<file path="config.mk">
export PLATFORM = sky130hd
export DESIGN_NAME = ahb_gpio_slave
export DESIGN_NICKNAME = d
export VERILOG_FILES = /design/src/design/ahb_lite_pkg.sv /design/src/design/ahb_gpio_slave.sv
export SDC_FILE = /design/constraint.sdc
export NUM_CORES = 1
export LEC_CHECK = 0
export BUFFER_PORTS_ARGS = -buffer_cell sky130_fd_sc_hd__buf_2
export CORE_MARGIN = 5
export CORE_UTILIZATION = 35
export CTS_CLUSTER_SIZE = 30
export DETAILED_ROUTE_END_ITERATION = 8
export GPL_TIMING_DRIVEN = 0
export PLACE_DENSITY_LB_ADDON = 0.3
export SLEW_MARGIN = 20
export SYNTH_ARGS = -nofsm -noshare
export SYNTH_HDL_FRONTEND = slang
export SYNTH_SLANG_ARGS = --single-unit
</file>
<file path="constraint.sdc">
create_clock -name HCLK -period 2.9 [get_ports HCLK]
set_clock_uncertainty 0.1 [all_clocks]
set_input_delay 0.145 -clock HCLK [delete_from_list [all_inputs] [get_ports HCLK]]
set_output_delay 0.145 -clock HCLK [all_outputs]
set_load 0.01 [all_outputs]
</file>
<file path="src/design/ahb_lite_pkg.sv">
`default_nettype none

package ahb_lite_pkg;

    typedef enum logic [1:0] {
        IDLE   = 2'b00,
        BUSY   = 2'b01,
        NONSEQ = 2'b10,
        SEQ    = 2'b11
    } htrans_t;

    typedef enum logic [2:0] {
        BYTE = 3'b000,
        HALF = 3'b001,
        WORD = 3'b010
    } hsize_t;

    typedef enum logic [1:0] {
        SLV_RESET_RAM = 2'd0,
        SLV_RAM       = 2'd1,
        SLV_GPIO      = 2'd2,
        SLV_NONE      = 2'd3
    } slave_id_t;

    typedef struct packed {
        logic [31:0] haddr;
        htrans_t     htrans;
        hsize_t      hsize;
        logic [2:0]  hburst;
        logic [3:0]  hprot;
        logic        hmastlock;
        logic        hwrite;
    } ahb_req_t;

    typedef struct packed {
        logic [31:0] hrdata;
        logic        hready;
        logic        hresp;
    } ahb_rsp_t;

    // Physical address bits 28:22
    localparam logic [6:0] RESET_RAM_MATCH = 7'h7f;
    localparam logic [6:0] GPIO_MATCH      = 7'h7e;
    localparam logic       RAM_MATCH       = 1'b0;

    localparam int RESET_RAM_WORDS_LOG2 = 15;
    localparam int RAM_WORDS_LOG2       = 16;

    localparam logic [4:0] GPIO_RED_LEDS     = 5'h00;
    localparam logic [4:0] GPIO_GREEN_LEDS   = 5'h04;
    localparam logic [4:0] GPIO_SWITCHES     = 5'h08;
    localparam logic [4:0] GPIO_BUTTONS      = 5'h0c;
    localparam logic [4:0] GPIO_LIGHT_SENSOR = 5'h10;

    function automatic logic trans_active(htrans_t t);
        return (t == NONSEQ) || (t == SEQ);
    endfunction

    // Big endian mirrors the byte lanes within the word
    function automatic logic [3:0] lane_mask(hsize_t size, logic [1:0] addr,
                                             logic big_endian);
        logic [1:0] lane;
        lane = addr ^ {2{big_endian}};
        case (size)
            BYTE:    return 4'b0001 << lane;
            HALF:    return lane[1] ? 4'b1100 : 4'b0011;
            default: return 4'b1111;
        endcase
    endfunction

endpackage

`default_nettype wire

</file>
<file path="src/design/ahb_gpio_slave.sv">
`timescale 1ns/1ps
`default_nettype none

module ahb_gpio_slave import ahb_lite_pkg::*; (
    input  logic        HCLK,
    input  logic        reset,
    input  logic        hsel,
    input  ahb_req_t    req,
    input  logic        hready_in,
    input  logic [31:0] hwdata,
    input  logic        si_endian,
    input  logic [17:0] switches,
    input  logic [4:0]  buttons,
    input  logic [15:0] light_sensor,
    output logic [17:0] red_leds,
    output logic [8:0]  green_leds,
    output ahb_rsp_t    rsp
);

    typedef enum logic {
        GPIO_READY,
        GPIO_WAIT
    } gpio_state_t;

    gpio_state_t state;
    logic        accept;
    logic        write_q;
    logic [4:0]  offset_q;
    logic [3:0]  mask_q;
    logic [31:0] bit_mask;
    logic [31:0] rd_value;
    logic [31:0] hrdata_q;
    logic [17:0] switches_meta;
    logic [17:0] switches_sync;
    logic [4:0]  buttons_meta;
    logic [4:0]  buttons_sync;
    logic [15:0] light_meta;
    logic [15:0] light_sync;

    assign accept = hsel && hready_in && trans_active(req.htrans);

    always_ff @(posedge HCLK) begin
        if (accept) begin
            offset_q <= req.haddr[4:0];
            mask_q   <= lane_mask(req.hsize, req.haddr[1:0], si_endian);
        end
    end

    // Reads insert a single wait state
    always_ff @(posedge HCLK) begin
        if (reset) begin
            state   <= GPIO_READY;
            write_q <= 1'b0;
        end else begin
            if (hready_in) begin
                write_q <= accept && req.hwrite;
            end
            case (state)
                GPIO_READY: begin
                    if (accept && !req.hwrite) begin
                        state <= GPIO_WAIT;
                    end
                end
                default: begin
                    state <= GPIO_READY;
                end
            endcase
        end
    end

    assign bit_mask = {{8{mask_q[3]}}, {8{mask_q[2]}}, {8{mask_q[1]}}, {8{mask_q[0]}}};

    always_ff @(posedge HCLK) begin
        if (reset) begin
            red_leds   <= '0;
            green_leds <= '0;
        end else if (write_q && hready_in) begin
            if (offset_q == GPIO_RED_LEDS) begin
                red_leds <= (red_leds & ~bit_mask[17:0]) | (hwdata[17:0] & bit_mask[17:0]);
            end
            if (offset_q == GPIO_GREEN_LEDS) begin
                green_leds <= (green_leds & ~bit_mask[8:0]) | (hwdata[8:0] & bit_mask[8:0]);
            end
        end
    end

    // Two-flop synchronizers for the board inputs
    always_ff @(posedge HCLK) begin
        switches_meta <= switches;
        switches_sync <= switches_meta;
        buttons_meta  <= buttons;
        buttons_sync  <= buttons_meta;
        light_meta    <= light_sensor;
        light_sync    <= light_meta;
    end

    always_comb begin
        case (offset_q)
            GPIO_RED_LEDS:     rd_value = {14'b0, red_leds};
            GPIO_GREEN_LEDS:   rd_value = {23'b0, green_leds};
            GPIO_SWITCHES:     rd_value = {14'b0, switches_sync};
            GPIO_BUTTONS:      rd_value = {27'b0, buttons_sync};
            GPIO_LIGHT_SENSOR: rd_value = {16'b0, light_sync};
            default:           rd_value = '0;
        endcase
    end

    always_ff @(posedge HCLK) begin
        if (state == GPIO_WAIT) begin
            hrdata_q <= rd_value;
        end
    end

    assign rsp = '{hrdata: hrdata_q, hready: (state != GPIO_WAIT), hresp: 1'b0};

    assert property (@(posedge HCLK) disable iff (reset)
        (accept && !req.hwrite) |=> !rsp.hready ##1 rsp.hready);

endmodule

`default_nettype wire

</file>
---- Word-level counts from Yosys, hierarchy flattened ----
Index checks and enable logic that the tools add are counted.
word-level totals
  bits in registers ....................... 147
  bits in latches ......................... 0
  memory bits (writable) .................. 0
  memory bits (read-only) ................. 0
  bits of input ports ..................... 122
  word-level logic and storage cells ...... 47
  memories ................................ 0
operators by class
  add/subtract/negate cells ............... 0
  multiply operators ...................... 0
  div/mod/pow operators ................... 0
  $lt $le $gt $ge ......................... 0
  eq/ne operators ......................... 7
  shift operators ......................... 1
  muxes and demuxes ....................... 4
  bitwise logic cells ..................... 10
  reductions and logical operators ........ 12
operators with widths
  operator               count
  $pmux W18 S5           1
  $and A18 B18 Y18       2
  $and A9 B9 Y9          2
  $not A18 Y18           1
  $or A18 B18 Y18        1
  $eq A5 B4 Y1 const B   2
  $not A9 Y9             1
  $or A9 B9 Y9           1
  $pmux W3 S2            1
  $eq A5 B3 Y1 const B   1
  $eq A5 B5 Y1 const B   1
  $logic_and A1 B1 Y1    5
  $logic_not A5 Y1       1
  $eq A2 B2 Y1 const B   2
  $reduce_and A2 Y1      2
  $eq A3 B1 Y1 const B   1
  $logic_not A3 Y1       1
  $mux W3                1
  $shl A1 B2 Y3 const A  1
  $reduce_or A2 Y1       1
  $xor A2 B2 Y2          1
  $logic_not A1 Y1       1
  $logic_or A1 B1 Y1     1
  $mux W1                1
  $not A1 Y1             1

---- Logic depth before layout (Yosys ltp) ----
  word-level depth ........................ 5
  depth in mapped cells ................... 6

---- Worst setup path before layout ----
OpenSTA, ideal clock, no wires.
  path kind ............................... register to register
  start ................................... register offset_q[4]
  end ..................................... register hrdata_q[6], data pin
  library setup time ...................... 261 ps
  arrival time ............................ 1,328 ps
  required time ........................... 2,539 ps
  path slack .............................. 1,211 ps
  cell stages (with the launch flop) ...... 5
  clock period less this slack ............ 1,689 ps
  cells stage by stage .................... edfxtp_1 -> nor3b_2 -> and2_1 -> buf_4 -> a221o_1
between the ends
  cells in the longest elaborated chain, start to end .. 2
  elaborated cells on any way between the ends .. 6
RTL lines
  what                                  line                   source
  start: declaration                    ahb_gpio_slave.sv:28   logic [4:0] offset_q;
  start signal: assignment              ahb_gpio_slave.sv:44   offset_q <= req.haddr[4:0];
  $eq A5 B5 Y1 (tied with other cells)  ahb_gpio_slave.sv:98   case (offset_q)
  $pmux W18 S5 *                        ahb_gpio_slave.sv:98
  via rd_value[6]                       ahb_gpio_slave.sv:31   logic [31:0] rd_value;
  end signal: assignment                ahb_gpio_slave.sv:110  hrdata_q <= rd_value;
  end: declaration                      ahb_gpio_slave.sv:32   logic [31:0] hrdata_q;
Mark *: on every way through the listed nets, which the timed path passes. The rest lies on a longest branch.
A chain may end at the register's enable or synchronous reset.

---- Final worst setup path ----
  start ................................... register offset_q[4]
  end ..................................... register hrdata_q[7], data pin
The elaborated chain is that of the path after synthesis.

==> metrics.cfg <==
[pwr]
vdd_drop_max_v=0.000352
p_leak_nw=2.80
power_density_nw_per_um2=632

[grt]
grt_pass1_vias=3498
grt_pass1_wl_um=18200
grt_overflow=0
antenna_found_initial=0
grt_use_total_pct=16.3
grt_max_degree=21

[layout]
fin_util_pct=51.6
syn_to_final_growth_pct=46.3
final_area_um2=6440
finalNetCount=677
diodes=0
drive_gt1_share_pct=33.8

[synthesis]
ys_seq_area_share_pct=66.4
netlist_area_um2=4400
yosysTopAreaCell=dfxtp_1
ys_warn_count=0
synth_edf_count=26
yosys-top-cells-area=dfxtp_1 49%, edfxtp_1 18%, mux2i_1 4.3%, nand4_1 3.6%, a21oi_1 3.1%
syn_area_per_cell_um2=13.0
ys_types=42
yosys.area.top_type_share_pct=48.7
postSynthCellCount=338
ys_seq_elements=133
async_flop_share_pct=0
synth_ff_type=dfxtp_1

[die]
io_pins=183
design.die.area_um2=14900
die-height_um=122
row_count=41
core_um2=12500
die_width_um=122
start_util_pct=35.3

[drt]
final_antenna_net_count=0
routed_wl_um=11900
drtPass1Iterations=4
viasPerCell=4.62
wl_per_cell_um=16.0
drt_iter0_markers=192
vias=3421
drc=0

[sta]
rsz0062_at_grt=false
setup_tns_ns=0
period_minus_slack_ns=1.96
drv_slew=0
hold_viol=0
relSlewSlack_pct=57.6
fin_ws_ns=0.944
setup_violations=0
fmax_mhz=511
timing.final.crit_share_pct=67.4
max_slew.worst_pin.slew_ns=0.632

[setup_path]
arrival_ns=2.13
cp_max_fo=6
crit_type=reg2reg
worstPathRequired_ns=3.08
cp_slowest_cell=nor2b_1
cp-end-kind=flop
start_kind=flop
cpPeakStageDelay_ns=0.51
crit_buf_inv=0
worstPathCellList=nor4b_4 > nor2b_1 > a221o_1
cp_top_family=simple AND/OR/NAND/NOR gates

[clock_network]
htree_levels=4
cts.sinks=133
cts_tree=yes
cts_root_buf=clkbuf_16
cts.reportedPaths.clkPinSlew_ns=0.06
clk_path_buf_depth=2
cts_buffers=17
worstSkewPairLatency_ns=0.41

[outcome]
status=finished clean

[place]
globalplace.congestion=0.815
io_buffers=117
dpl-instance-area_um2=5250
dpl.hpwl_um=7850
dpl_worst_slack_ns=0.956

[run]
maxCapViolCount=0

[hold_path]
hold_path_class=in2reg

==> stage by stage <==
| stage | cells | hold WS, ns | power [mW] |
|---|---|---|---|
| after global placement | 641 | 0.148 | 2.17 |
| after floorplan | 352 | 0.0727 | 2.09 |
| after detailed placement | 641 | 0.149 | 2.18 |
| after CTS | 740 | 0.0359 | 4.11 |
| final | 740 | 0.0511 | 4.07 |
| after global routing | 740 | 0.0783 | 4.23 |
==> final timing paths <==
check,from,endpoint,slack [ns],cells after the start
max reg2reg,offset_q[4]$_DFFE_PN_,hrdata_q[7]$_DFFE_PP_,0.94,3
max,offset_q[4]$_DFFE_PN_,hrdata_q[7]$_DFFE_PP_,0.94,3
min reg2reg,switches_meta[17]$_DFF_P_,switches_sync[17]$_DFF_P_,0.22,0
min,req[9],mask_q[0]$_DFFE_PN_,0.05,3
==> worst reg2reg max path, stage by stage (launching register included) <==
cell	delay (ns)
edfxtp_1	0.50
nor4b_4	0.47
nor2b_1	0.51
a221o_1	0.25
==> layer usage <==
layer	vias up	GRT usage, %	wire length (um)
met2	121	26.1	5670
met1	1616	20.3	5280
met3	21	4.27	619
met5	-	0	0
met4	0	7.98	286
li1	1663	-	-
==> cells in the mapped netlist (2+ instances only) <==
library cell and count:
clkbuf_1 6, o2bb2ai_2 7, buf_4 17, nand3_1 2, o31ai_1 16, and3_1 2, o21ai_0 9, and3b_1 2
nand4_1 25, edfxtp_1 26, a21oi_1 27, nor2_1 11, nand2_1 3, a221o_1 4, nand4bb_1 3, buf_6 3
dfxtp_1 107, mux2_2 5, buf_2 9, a32oi_1 4, nand2b_1 5, inv_1 4, o21ai_1 4, mux2i_1 19
==> where the power goes <==
group | switching (mW) | internal [mW]
Sequential | 0.0245 | 1.95
Clock | 0.756 | 1.10
Combinational | 0.0998 | 0.139
==> cell type report <==
class / count / area [um2]
Fill cell: 1123 / 6030
Tap cell: 172 / 215
Clock inverter: 10 / 57.6
Multi-Input combinational cell: 179 / 1270
Sequential cell: 133 / 2920
Inverter: 4 / 15.0
Buffer: 36 / 244
Clock buffer: 22 / 454
Timing Repair Buffer: 184 / 1260
==> cells by family after synthesis <==
| logic type | count (synthesis) | share of synthesized area, % |
|---|---|---|
| other cells | 1 | 0.0852 |
| simple gates | 63 | 9.39 |
| flops | 133 | 66.4 |
| compound gates | 77 | 12.6 |
| mux | 24 | 5.60 |
| buf+inv | 40 | 5.89 |
==> placed cells by master (no fill, tap or decap), drive strengths merged, types with 11 or more instances in the layout <==
cell / count
buf: 147
dfxtp: 107
dlygate4sd3: 67
clkbuf: 28
a21oi: 27
edfxtp: 26
nand4: 25
mux2i: 19
o31ai: 17
conb: 15
o21ai: 13
nor2: 11
==> timing repair <==
action	in CTS	in global routing
buffers inserted	0	0
gates resized for setup	0	0
endpoints found under the hold margin	76	0
setup endpoints to repair	0	0
hold buffers	67	0
(Power assumes the default switching activity.)
