`src/design/ahb_lite_pkg.sv`:
```
`default_nettype none

package ahb_lite_pkg;

    typedef enum logic [1:0] {
        IDLE   = 2'b00,
        BUSY   = 2'b01,
        NONSEQ = 2'b10,
        SEQ    = 2'b11
    } htrans_t;

    typedef enum logic [2:0] {
        BYTE = 3'b000,
        HALF = 3'b001,
        WORD = 3'b010
    } hsize_t;

    typedef enum logic [1:0] {
        SLV_RESET_RAM = 2'd0,
        SLV_RAM       = 2'd1,
        SLV_GPIO      = 2'd2,
        SLV_NONE      = 2'd3
    } slave_id_t;

    typedef struct packed {
        logic [31:0] haddr;
        htrans_t     htrans;
        hsize_t      hsize;
        logic [2:0]  hburst;
        logic [3:0]  hprot;
        logic        hmastlock;
        logic        hwrite;
    } ahb_req_t;

    typedef struct packed {
        logic [31:0] hrdata;
        logic        hready;
        logic        hresp;
    } ahb_rsp_t;

    // Physical address bits 28:22
    localparam logic [6:0] RESET_RAM_MATCH = 7'h7f;
    localparam logic [6:0] GPIO_MATCH      = 7'h7e;
    localparam logic       RAM_MATCH       = 1'b0;

    localparam int RESET_RAM_WORDS_LOG2 = 15;
    localparam int RAM_WORDS_LOG2       = 16;

    localparam logic [4:0] GPIO_RED_LEDS     = 5'h00;
    localparam logic [4:0] GPIO_GREEN_LEDS   = 5'h04;
    localparam logic [4:0] GPIO_SWITCHES     = 5'h08;
    localparam logic [4:0] GPIO_BUTTONS      = 5'h0c;
    localparam logic [4:0] GPIO_LIGHT_SENSOR = 5'h10;

    function automatic logic trans_active(htrans_t t);
        return (t == NONSEQ) || (t == SEQ);
    endfunction

    // Big endian mirrors the byte lanes within the word
    function automatic logic [3:0] lane_mask(hsize_t size, logic [1:0] addr,
                                             logic big_endian);
        logic [1:0] lane;
        lane = addr ^ {2{big_endian}};
        case (size)
            BYTE:    return 4'b0001 << lane;
            HALF:    return lane[1] ? 4'b1100 : 4'b0011;
            default: return 4'b1111;
        endcase
    endfunction

endpackage

`default_nettype wire

```
`src/design/ahb_lite_interconnect.sv`:
```
`timescale 1ns/1ps
`default_nettype none

module ahb_lite_interconnect import ahb_lite_pkg::*; (
    input  logic        HCLK,
    input  logic        reset,
    input  ahb_req_t    req,
    input  ahb_rsp_t    rsp_reset_ram,
    input  ahb_rsp_t    rsp_ram,
    input  ahb_rsp_t    rsp_gpio,
    output logic        hsel_reset_ram,
    output logic        hsel_ram,
    output logic        hsel_gpio,
    output logic [31:0] hrdata,
    output logic        hready,
    output logic        hresp
);

    typedef enum logic [1:0] {
        ERR_IDLE,
        ERR_FIRST,
        ERR_SECOND
    } err_state_t;

    slave_id_t  addr_sel;
    slave_id_t  data_sel;
    err_state_t err_state;
    logic       err_start;

    // Reset RAM and GPIO share bit 28 with each other, so they win over main RAM
    always_comb begin
        if (req.haddr[28:22] == RESET_RAM_MATCH) begin
            addr_sel = SLV_RESET_RAM;
        end else if (req.haddr[28:22] == GPIO_MATCH) begin
            addr_sel = SLV_GPIO;
        end else if (req.haddr[28] == RAM_MATCH) begin
            addr_sel = SLV_RAM;
        end else begin
            addr_sel = SLV_NONE;
        end
    end

    assign hsel_reset_ram = (req.haddr[28:22] == RESET_RAM_MATCH);
    assign hsel_ram       = (req.haddr[28] == RAM_MATCH);
    assign hsel_gpio      = (req.haddr[28:22] == GPIO_MATCH);

    assign err_start = hready && (addr_sel == SLV_NONE) && trans_active(req.htrans);

    always_ff @(posedge HCLK) begin
        if (reset) begin
            data_sel <= SLV_RAM;
        end else if (hready) begin
            data_sel <= addr_sel;
        end
    end

    // Default slave for unmapped transfers
    always_ff @(posedge HCLK) begin
        if (reset) begin
            err_state <= ERR_IDLE;
        end else begin
            case (err_state)
                ERR_IDLE: begin
                    if (err_start) begin
                        err_state <= ERR_FIRST;
                    end
                end
                ERR_FIRST: begin
                    err_state <= ERR_SECOND;
                end
                default: begin
                    err_state <= err_start ? ERR_FIRST : ERR_IDLE;
                end
            endcase
        end
    end

    always_comb begin
        case (data_sel)
            SLV_RESET_RAM: begin
                hrdata = rsp_reset_ram.hrdata;
                hready = rsp_reset_ram.hready;
                hresp  = rsp_reset_ram.hresp;
            end
            SLV_RAM: begin
                hrdata = rsp_ram.hrdata;
                hready = rsp_ram.hready;
                hresp  = rsp_ram.hresp;
            end
            SLV_GPIO: begin
                hrdata = rsp_gpio.hrdata;
                hready = rsp_gpio.hready;
                hresp  = rsp_gpio.hresp;
            end
            default: begin
                hrdata = '0;
                hready = (err_state != ERR_FIRST);
                hresp  = (err_state != ERR_IDLE);
            end
        endcase
    end

    // Address map regions never overlap
    assert property (@(posedge HCLK) disable iff (reset)
        $onehot0({hsel_reset_ram, hsel_ram, hsel_gpio}));

    // ERROR always takes the stalled cycle before the final one
    assert property (@(posedge HCLK) disable iff (reset)
        (hresp && hready) |-> $past(hresp && !hready));

endmodule

`default_nettype wire

```
`config.mk`:
```
export PLATFORM = sky130hd
export DESIGN_NAME = ahb_lite_interconnect
export DESIGN_NICKNAME = d
export VERILOG_FILES = /design/src/design/ahb_lite_pkg.sv /design/src/design/ahb_lite_interconnect.sv
export SDC_FILE = /design/constraint.sdc
export NUM_CORES = 1
export LEC_CHECK = 0
export BUFFER_PORTS_ARGS = -buffer_cell sky130_fd_sc_hd__buf_2
export CORE_AREA = 2 2 72 74
export CTS_BUF_LIST = sky130_fd_sc_hd__clkbuf_4 sky130_fd_sc_hd__clkbuf_8
export CTS_CLUSTER_DIAMETER = 40
export DETAILED_ROUTE_END_ITERATION = 12
export DIE_AREA = 0 0 74 76
export PLACE_DENSITY = 0.76
export SETUP_SLACK_MARGIN = 0.5
export SYNTH_ARGS = -nofsm -noshare
export SYNTH_HDL_FRONTEND = slang
export SYNTH_SLANG_ARGS = --single-unit
```
`constraint.sdc`:
```
create_clock -name HCLK -period 1.99 [get_ports HCLK]
set_clock_uncertainty 0.1 [all_clocks]
set_input_delay 0.398 -clock HCLK [delete_from_list [all_inputs] [get_ports HCLK]]
set_output_delay 0.398 -clock HCLK [all_outputs]
set_load 0.01 [all_outputs]
```
Yosys cells after proc, flatten, opt, wreduce, memory -nomap -nowiden
Index checks and enable logic that the tools add are counted.
{"block": "totals", "wordCells": 28, "rom_bits": 0, "latch_bits": 0, "in_bits": 150, "mem_count": 0, "ramBits": 0, "reg_bits": 4, "out_inout_bits": 37}
{"block": "op_classes", "magnitude_cmp": 0, "add_sub_neg": 0, "mux": 9, "bitwise_logic": 1, "n_shift": 0, "div_mod_pow": 0, "n_reduce_logical": 6, "eq_ne": 10, "mul": 0}
{"op": "case mux 32 bit (3 select lines)", "count": 1}
{"op": "equality test 7 bit, second input constant", "count": 2}
{"op": "equality test 2 bit, second input constant", "count": 4}
{"op": "2-to-1 mux 2 bit", "count": 4}
{"op": "case mux 1 bit (3 select lines)", "count": 2}
{"op": "equality test 2 x 1 -> 1 bit, second input constant", "count": 2}
{"op": "zero test 2 bit", "count": 2}
{"op": "case mux 2 bit (2 select lines)", "count": 1}
{"op": "logical AND 1 bit", "count": 2}
{"op": "!= test 2 x 1 -> 1 bit, second input constant", "count": 1}
{"op": "!= test 2 bit, second input constant", "count": 1}
{"op": "nonzero test 2 bit", "count": 1}
{"op": "logical OR 1 bit", "count": 1}
{"op": "2-to-1 mux 1 bit", "count": 1}
{"op": "NOT 1 bit", "count": 1}

Logic depth before layout (Yosys ltp)
Gate-level depths: netlist (run 1).
{"block": "depth", "ltp_word": 8, "ltp_mapped": 6, "depth_no_buf": 4}

Worst setup path before layout (run 1)
No wires, ideal clock.
{"block": "synth_timing", "path_kind": "register -> output", "start": "register data_sel[1]", "end": "output port hrdata[15]", "stages_incl_launch_ff": 5, "n_path_buf": 2, "slack_ns": 0.403, "required_time_ns": 1.492, "t_arrival_ns": 1.089, "path_cell_list": "dfxtp_1 -> buf_6 -> buf_2 -> mux2i_1 -> o21ai_0"}
{"block": "synth_via", "elab_chain_len": 2, "word_cells_on_any_way": 4, "cone_classes": "2 x eq/ne; 1 x mux; 1 x reduce/logical"}
{"element": "from (decl)", "line_no": "ahb_lite_interconnect.sv:26", "text": "slave_id_t data_sel;"}
{"element": "from (signal assigned)", "line_no": "ahb_lite_interconnect.sv:53", "text": "data_sel <= addr_sel;"}
{"element": "equality test 2 bit, or another cell as far along", "line_no": "ahb_lite_interconnect.sv:79", "text": "case (data_sel)"}
{"element": "case mux 32 bit (3 select lines) *", "line_no": "ahb_lite_interconnect.sv:79"}
{"element": "to (decl)", "line_no": "ahb_lite_interconnect.sv:14", "text": "output logic [31:0] hrdata,"}
Mark *: on every way between the ends. The rest lies on a longest branch, timed or not.

Worst setup path after layout (run 1)
{"block": "layout_timing", "start": "register err_state[1]", "end": "output port hresp"}
{"block": "layout_via", "elab_chain_len": 2}
{"element": "from (decl)", "line_no": "ahb_lite_interconnect.sv:27", "text": "err_state_t err_state;"}
{"element": "from (signal assigned)", "line_no": "ahb_lite_interconnect.sv:72", "text": "err_state <= err_start ? ERR_FIRST : ERR_IDLE;"}
{"element": "nonzero test 2 bit", "line_no": "ahb_lite_interconnect.sv:98", "text": "hresp = (err_state != ERR_IDLE);"}
{"element": "case mux 1 bit (3 select lines)", "line_no": "ahb_lite_interconnect.sv:79"}
{"element": "to (decl)", "line_no": "ahb_lite_interconnect.sv:16", "text": "output logic hresp"}
Every way passes these cells.

==> results_dict.tcl, run 1 <==
set metrics [dict create \
    setup_tns_ns 0 \
    total_power_mw 0.722 \
    stdcell_area_mm2 0.00213 \
    critPathRequiredTime_ns 1.49 \
    critPathMaxStageDelay_ns 0.46 \
    post-route-period-util_pct 92.6 \
    cts.clk_slew.worst_paths_ns 0.03 \
    synthCells 136 \
    power.density_mw_per_mm2 338 \
    crit_path_cell_trace "or2_4 -> mux4_2 -> buf_2" \
    die_y_um 76 \
    vias_per_cell 4.50 \
    cts_root_buffer "clkbuf_8" \
    htreeDepth 1 \
    rr_endpoint "data_sel[1]" \
    layout.nets 443 \
    areaGrowthSynthToFinish_pct 122 \
    drt_iter0_drc 12 \
    startpoint_type "register" \
    initial_utilization_pct 19.5 \
    slowest_stage "mux4_2" \
    hold_ws_ns 0.311 \
    core_mm2 0.00491 \
    layout_commonest_cell "buf_2" \
    grt_usage_pct 12.5 \
    holdCritPathClass "input port to register" \
    n_antenna_cell 0 \
    dieArea_mm2 0.00562 \
    die_w_um 74 \
    cts_tree "built" \
    slew_headroom_pct 81.2 \
    rrSetupSlack_ns 0.47 \
    timing.fmax_ghz 0.543 \
    yosys_warnings 0 \
    layout_common_cells "buf_2, mux2i_1, nand2_1" \
    antenna_found_initial 0 \
    endpoint_kind "primary output" \
    drv_slew 0 \
    drv_cap 0 \
    dpl_cell_area_mm2 0.00184 \
    syn_nets 286 \
    finalSetupViolCount 0 \
    hold_path_depth 2 \
    place.gp.congestion 0.756 \
    grt_pass1_vias 1514 \
    overflow 0 \
    crit_type "register to primary output" \
    io_buffers 148 \
    reg2reg_from "data_sel[1]" \
    vias 1625 \
    hold_buffers 0 \
    hold_violations 0 \
    peakVddDrop_mv 0.222 \
    syn_avg_cell_area_um2 7.06 \
    dp_hpwl_mm 3.13 \
    tightest_slew_ns 0.282 \
    clock_latency_ns 0.21 \
    outcome "finished clean" \
    synth_area_um2 960 \
    clockBufferDepth 2 \
    critPathMaxFanout 2 \
    leakage_nw 1.14 \
    fin_crit_ns 1.84 \
    hp-start "reset" \
    ant_nets 0 \
    numClockSinks 4 \
    arrival_ns 1.34 \
    grt_max_degree 22 \
    rsz0062_at_grt "true" \
    ys_ff_latch 4 \
    drtPass1Iterations 4 \
    cts_buffers 3 \
    synth_cell_types 26 \
    fp-row-count 26 \
    ios 187 \
    grt_pass1_wl_mm 5.93 \
    reg2reg_depth 5 \
    layout-drive-gt1-share_pct 70.8 \
    seq_area_frac_synth_pct 8.34 \
    holdPathEnd "err_state[1]" \
    drcViolationCount 0 \
    drt-total-wl_mm 4.01 \
    wire_per_inst_um 11.1 \
]
==> report_power, final <==
group          leakage [nW]  internal [mW]  total [mW]  switching, mW
registers            0.0332         0.0838      0.0866        0.00282
logic                  1.09          0.256       0.469          0.213
clock network        0.0216          0.129       0.166         0.0374
==> synth_stat cells, drive strengths merged <==
cell	count	share of area, %
a211oi	2	2.9
and2	1	0.65
and2b	1	0.78
buf	9	7.2
clkbuf	3	1.2
dfxtp	4	8.3
inv	2	0.78
mux2	1	1.6
mux2i	32	33
mux4	1	2.3
nand2	34	13
nand2b	1	0.65
nand4	1	0.65
nand4b	1	0.91
nor2	3	1.4
nor2b	2	1.3
nor3	2	1.0
nor4	1	0.65
o21ai	32	17
o21bai	1	0.78
o2bb2ai	1	2.9
or2	1	0.65
==> metrics by stage <==
stage | instances | util [%] | setup WS [ns]
floorplan | 136 | - | 0.468
global placement | 348 | 37.5 | 0.344
detailed placement | 348 | 37.5 | 0.340
CTS | 358 | 40.4 | 0.141
global route | 361 | 43.5 | 0.114
finish | 361 | 43.5 | 0.148
==> cells by family after synthesis <==
group           after synthesis  share of synthesized area [%]
flops                         4                           8.34
compound gates               36                           23.2
simple gates                 48                           22.0
mux                          34                           37.3
buf+inv                      14                           9.13
==> layer usage <==
layer | vias to the layer above | share of wire, % | global-route usage, % | wire length, um
met1 | 728 | 35 | 12.1 | 1400
met3 | 2 | 11 | 1.32 | 431
met2 | 103 | 54 | 26.3 | 2150
li1 | 792 | - | - | -
met5 | - | 0 | 0 | 0
met4 | 0 | 0.55 | 2.55 | 22
==> state kept, by name, indices dropped and copies added (netlist names) <==
name       flops
data_sel       2
err_state      2
==> worst max-delay path: cells and delay by family (launching register included) <==
family	cells	cell delay, ns
DFF	1	0.29
muxes	1	0.46
and+or+nand+nor	1	0.23
buffers and inverters	1	0.15
==> worst max-delay path by stage <==
stage	startpoint	end	slack, ns	cells past startpoint
2_1_floorplan	data_sel[0]	hrdata[15]	0.47	6
3_3_place_gp	data_sel[1]	hrdata[15]	0.34	4
3_5_place_dp	data_sel[1]	hready	0.34	5
4_1_cts	err_state[1]	hresp	0.14	3
5_1_grt	data_sel[1]	hready	0.11	5
6_report	err_state[1]	hresp	0.15	3
==> layout make-up <==
class / count / area (um2)
multi-input cells: 118 / 938
flip-flops and latches: 4 / 86.3
inverters: 2 / 7.51
repair buffers: 164 / 973
fillers: 494 / 2780
well taps: 70 / 87.6
clock buffers: 3 / 41.3
==> timing repair <==
| action | 4_1_cts | 5_1_grt |
|---|---|---|
| gates cloned | 0 | 1 |
| setup buffers | 7 | 2 |
| pin swaps | 4 | 14 |
| resized for setup | 10 | 31 |
| endpoints found under the setup margin | 36 | 38 |
Note: power is estimated with default switching activity, not from simulation.
==> run 2: changes to the inputs <==
- ABC_AREA: unset -> 1
- CORE_AREA: 2 2 72 74 -> 2 2 73 75
- DIE_AREA: 0 0 74 76 -> 0 0 75 77
- HOLD_SLACK_MARGIN: unset -> 0.12
- PLACE_DENSITY: 0.76 -> 0.72
==> run 2 against run 1 <==
Compared with the run above: register-to-register slack better by 0.21 ns; sequential cell count unchanged; hold slack worse by 0.048 ns; first-iteration DRC count rose to 2.9 times the previous value; critical path type unchanged; largest power group unchanged.
==> results_dict.tcl, run 2 <==
set metrics [dict create \
    htreeDepth 1 \
    synthArstFlopShare_pct 0 \
    ys_ff_latch 4 \
    rrSetupSlack_ns 0.68 \
    peakVddDrop_mv 0.326 \
    seqPwrFrac_pct 9.8 \
    comb_power_share_pct 75.9 \
    layout_commonest_cell "buf_2" \
    drv_cap 0 \
    ant_nets 0 \
    grt_pass1_wl_mm 6.91 \
    hold_path_depth 2 \
    dieArea_mm2 0.00578 \
    preCtsSetupSlack_ns 0.166 \
    core_mm2 0.00498 \
    yosys_warnings 0 \
    drv_slew 0 \
    post-route-period-util_pct 86.2 \
    grt_pass1_vias 1574 \
    areaGrowthSynthToFinish_pct 130 \
    layout.nets 495 \
    rsz0062_at_grt "true" \
    cts.clk_slew.worst_paths_ns 0.03 \
    outcome "finished clean" \
    switching_share_pct 48.1 \
    clock_latency_ns 0.21 \
    arrival_ns 1.22 \
    power.density_mw_per_mm2 591 \
    leakage_nw 1.15 \
    drt_iter0_drc 35 \
    tightest_slew_ns 0.199 \
    dp_hpwl_mm 3.19 \
    syn_nets 338 \
    endpoint_kind "primary output" \
    drtPass1Iterations 5 \
    cts_root_buffer "clkbuf_8" \
    layout-drive-gt1-share_pct 53.9 \
    synthCells 188 \
    grt_max_degree 20 \
    syn_avg_cell_area_um2 4.58 \
    yosysMostFrequentCell "nand2_1" \
    place.gp.congestion 0.713 \
    slew_headroom_pct 86.6 \
    crit_type "register to primary output" \
    layout_common_cells "buf_2, nand2_1, nand3_1" \
    reg2reg_from "data_sel[0]" \
    startpoint_type "register" \
    top_regs "data_sel: 2 flops, err_state: 2 flops" \
    grt_usage_pct 15.3 \
    p_sw_mw 0.564 \
    synth_top_area_share_pct 48.8 \
    setup_tns_ns 0 \
    vias 1758 \
    drt-total-wl_mm 4.99 \
    ys.flop_type "dfxtp_1" \
    cts_buffers 3 \
    ys_top_cells_by_area "nand2_1, nand3_1, dfxtp_1, buf_2, inv_1" \
    holdPathEnd "data_sel[1]" \
    n_antenna_cell 0 \
    synth_common_cells "nand2_1, nand3_1, buf_2, inv_1" \
    antenna_found_initial 0 \
    hold_violations 0 \
    rr_endpoint "data_sel[1]" \
    reg2reg_depth 7 \
    timing.fmax_ghz 0.583 \
    critPathMaxFanout 19 \
    wire_per_inst_um 12.1 \
    die_w_um 75 \
    hp-start "reset" \
    fin_crit_ns 1.71 \
    critPathRequiredTime_ns 1.49 \
    initial_utilization_pct 17.3 \
    power.internal_mw 0.608 \
    pwr-share-clk_pct 14.3 \
    yosys.area.top_type "nand2_1" \
    cts_tree "built" \
    ios 187 \
    finalSetupViolCount 0 \
    die_y_um 77 \
    clockBufferDepth 2 \
    synth_edf_count 0 \
    seq_area_frac_synth_pct 9.30 \
    numClockSinks 4 \
    drcViolationCount 0 \
    holdCritPathClass "input port to register" \
    synth_cell_types 17 \
    synth_area_um2 861 \
    fin_ws_ns 0.275 \
    vias_per_cell 4.26 \
    overflow 0 \
    hold_ws_ns 0.263 \
    io_buffers 148 \
    n_fill_cell 562 \
    hold_buffers 0 \
    fp-row-count 26 \
]
==> run 2: worst max-delay path by stage <==
stage                           start              to  slack, ns  depth (start not counted)
final                     data_sel[0]      hrdata[13]       0.28                          5
after global placement    data_sel[1]      hrdata[11]       0.20                          5
after CTS                 data_sel[1]       hrdata[6]       0.26                          5
after floorplan               req[42]  hsel_reset_ram       0.52                          4
after detailed placement  data_sel[1]      hrdata[11]       0.17                          5
after global routing      data_sel[0]      hrdata[12]       0.21                          5
==> run 2: through the flow <==
| stage | area, um2 | util [%] | total power, mW | instances |
|---|---|---|---|---|
| global route | 1980 | 39.8 | 1.28 | 413 |
| finish | 1980 | 39.8 | 1.17 | 413 |
| CTS | 1910 | 38.4 | 1.17 | 410 |
| detailed placement | 1660 | 33.4 | 0.815 | 399 |
| global placement | 1660 | 33.4 | 0.809 | 399 |
| floorplan | 866 | - | 0.498 | 188 |
==> run 2: metal layers <==
layer	vias to the layer above	part of all wire, %	track usage (%)
li1	911	-	-
met1	761	40	16.0
met2	82	51	30.4
met3	4	7.9	1.58
met4	0	0.62	4.29
met5	-	0	0
==> run 2: timing repair <==
item	4_1_cts	5_1_grt
resized for setup	41	16
pin swaps	5	2
buffers inserted	2	2
gates cloned	6	1
endpoints found under the setup margin	36	36
==> run 2: cell families after synthesis <==
family	Yosys count	synth area share, %
and+or+nand+nor	162	79.4
buffers and inverters	19	9.59
DFF	4	9.30
AOI/OAI and AO/OA	3	1.74
==> run 2: critical path: stages, from the launching register on <==
cell and delay, ns:
dfxtp_4 0.38, nor2_4 0.15, buf_8 0.19, nand2_1 0.06
nand3_1 0.09, buf_2 0.13
==> run 2: cell type report <==
type                       instances  area (um2)  share of cell area (%)
timing repair buffer             155         846                    42.7
multi-input combinational        165         782                    39.5
sequential                         4        87.6                    4.42
tap                               70        87.6                    4.42
inverter                          10        68.8                    3.47
timing repair inverter             6        67.6                    3.41
clock buffer                       3        41.3                    2.08
==> run 2: power groups by stage <==
stage | combinational [mW] | clock (mW) | sequential [mW]
after floorplan | 0.398 | 0 | 0.0999
after global placement | 0.707 | 0 | 0.102
after detailed placement | 0.712 | 0 | 0.103
after CTS | 0.880 | 0.171 | 0.114
after global routing | 0.987 | 0.178 | 0.118
final | 0.889 | 0.167 | 0.115
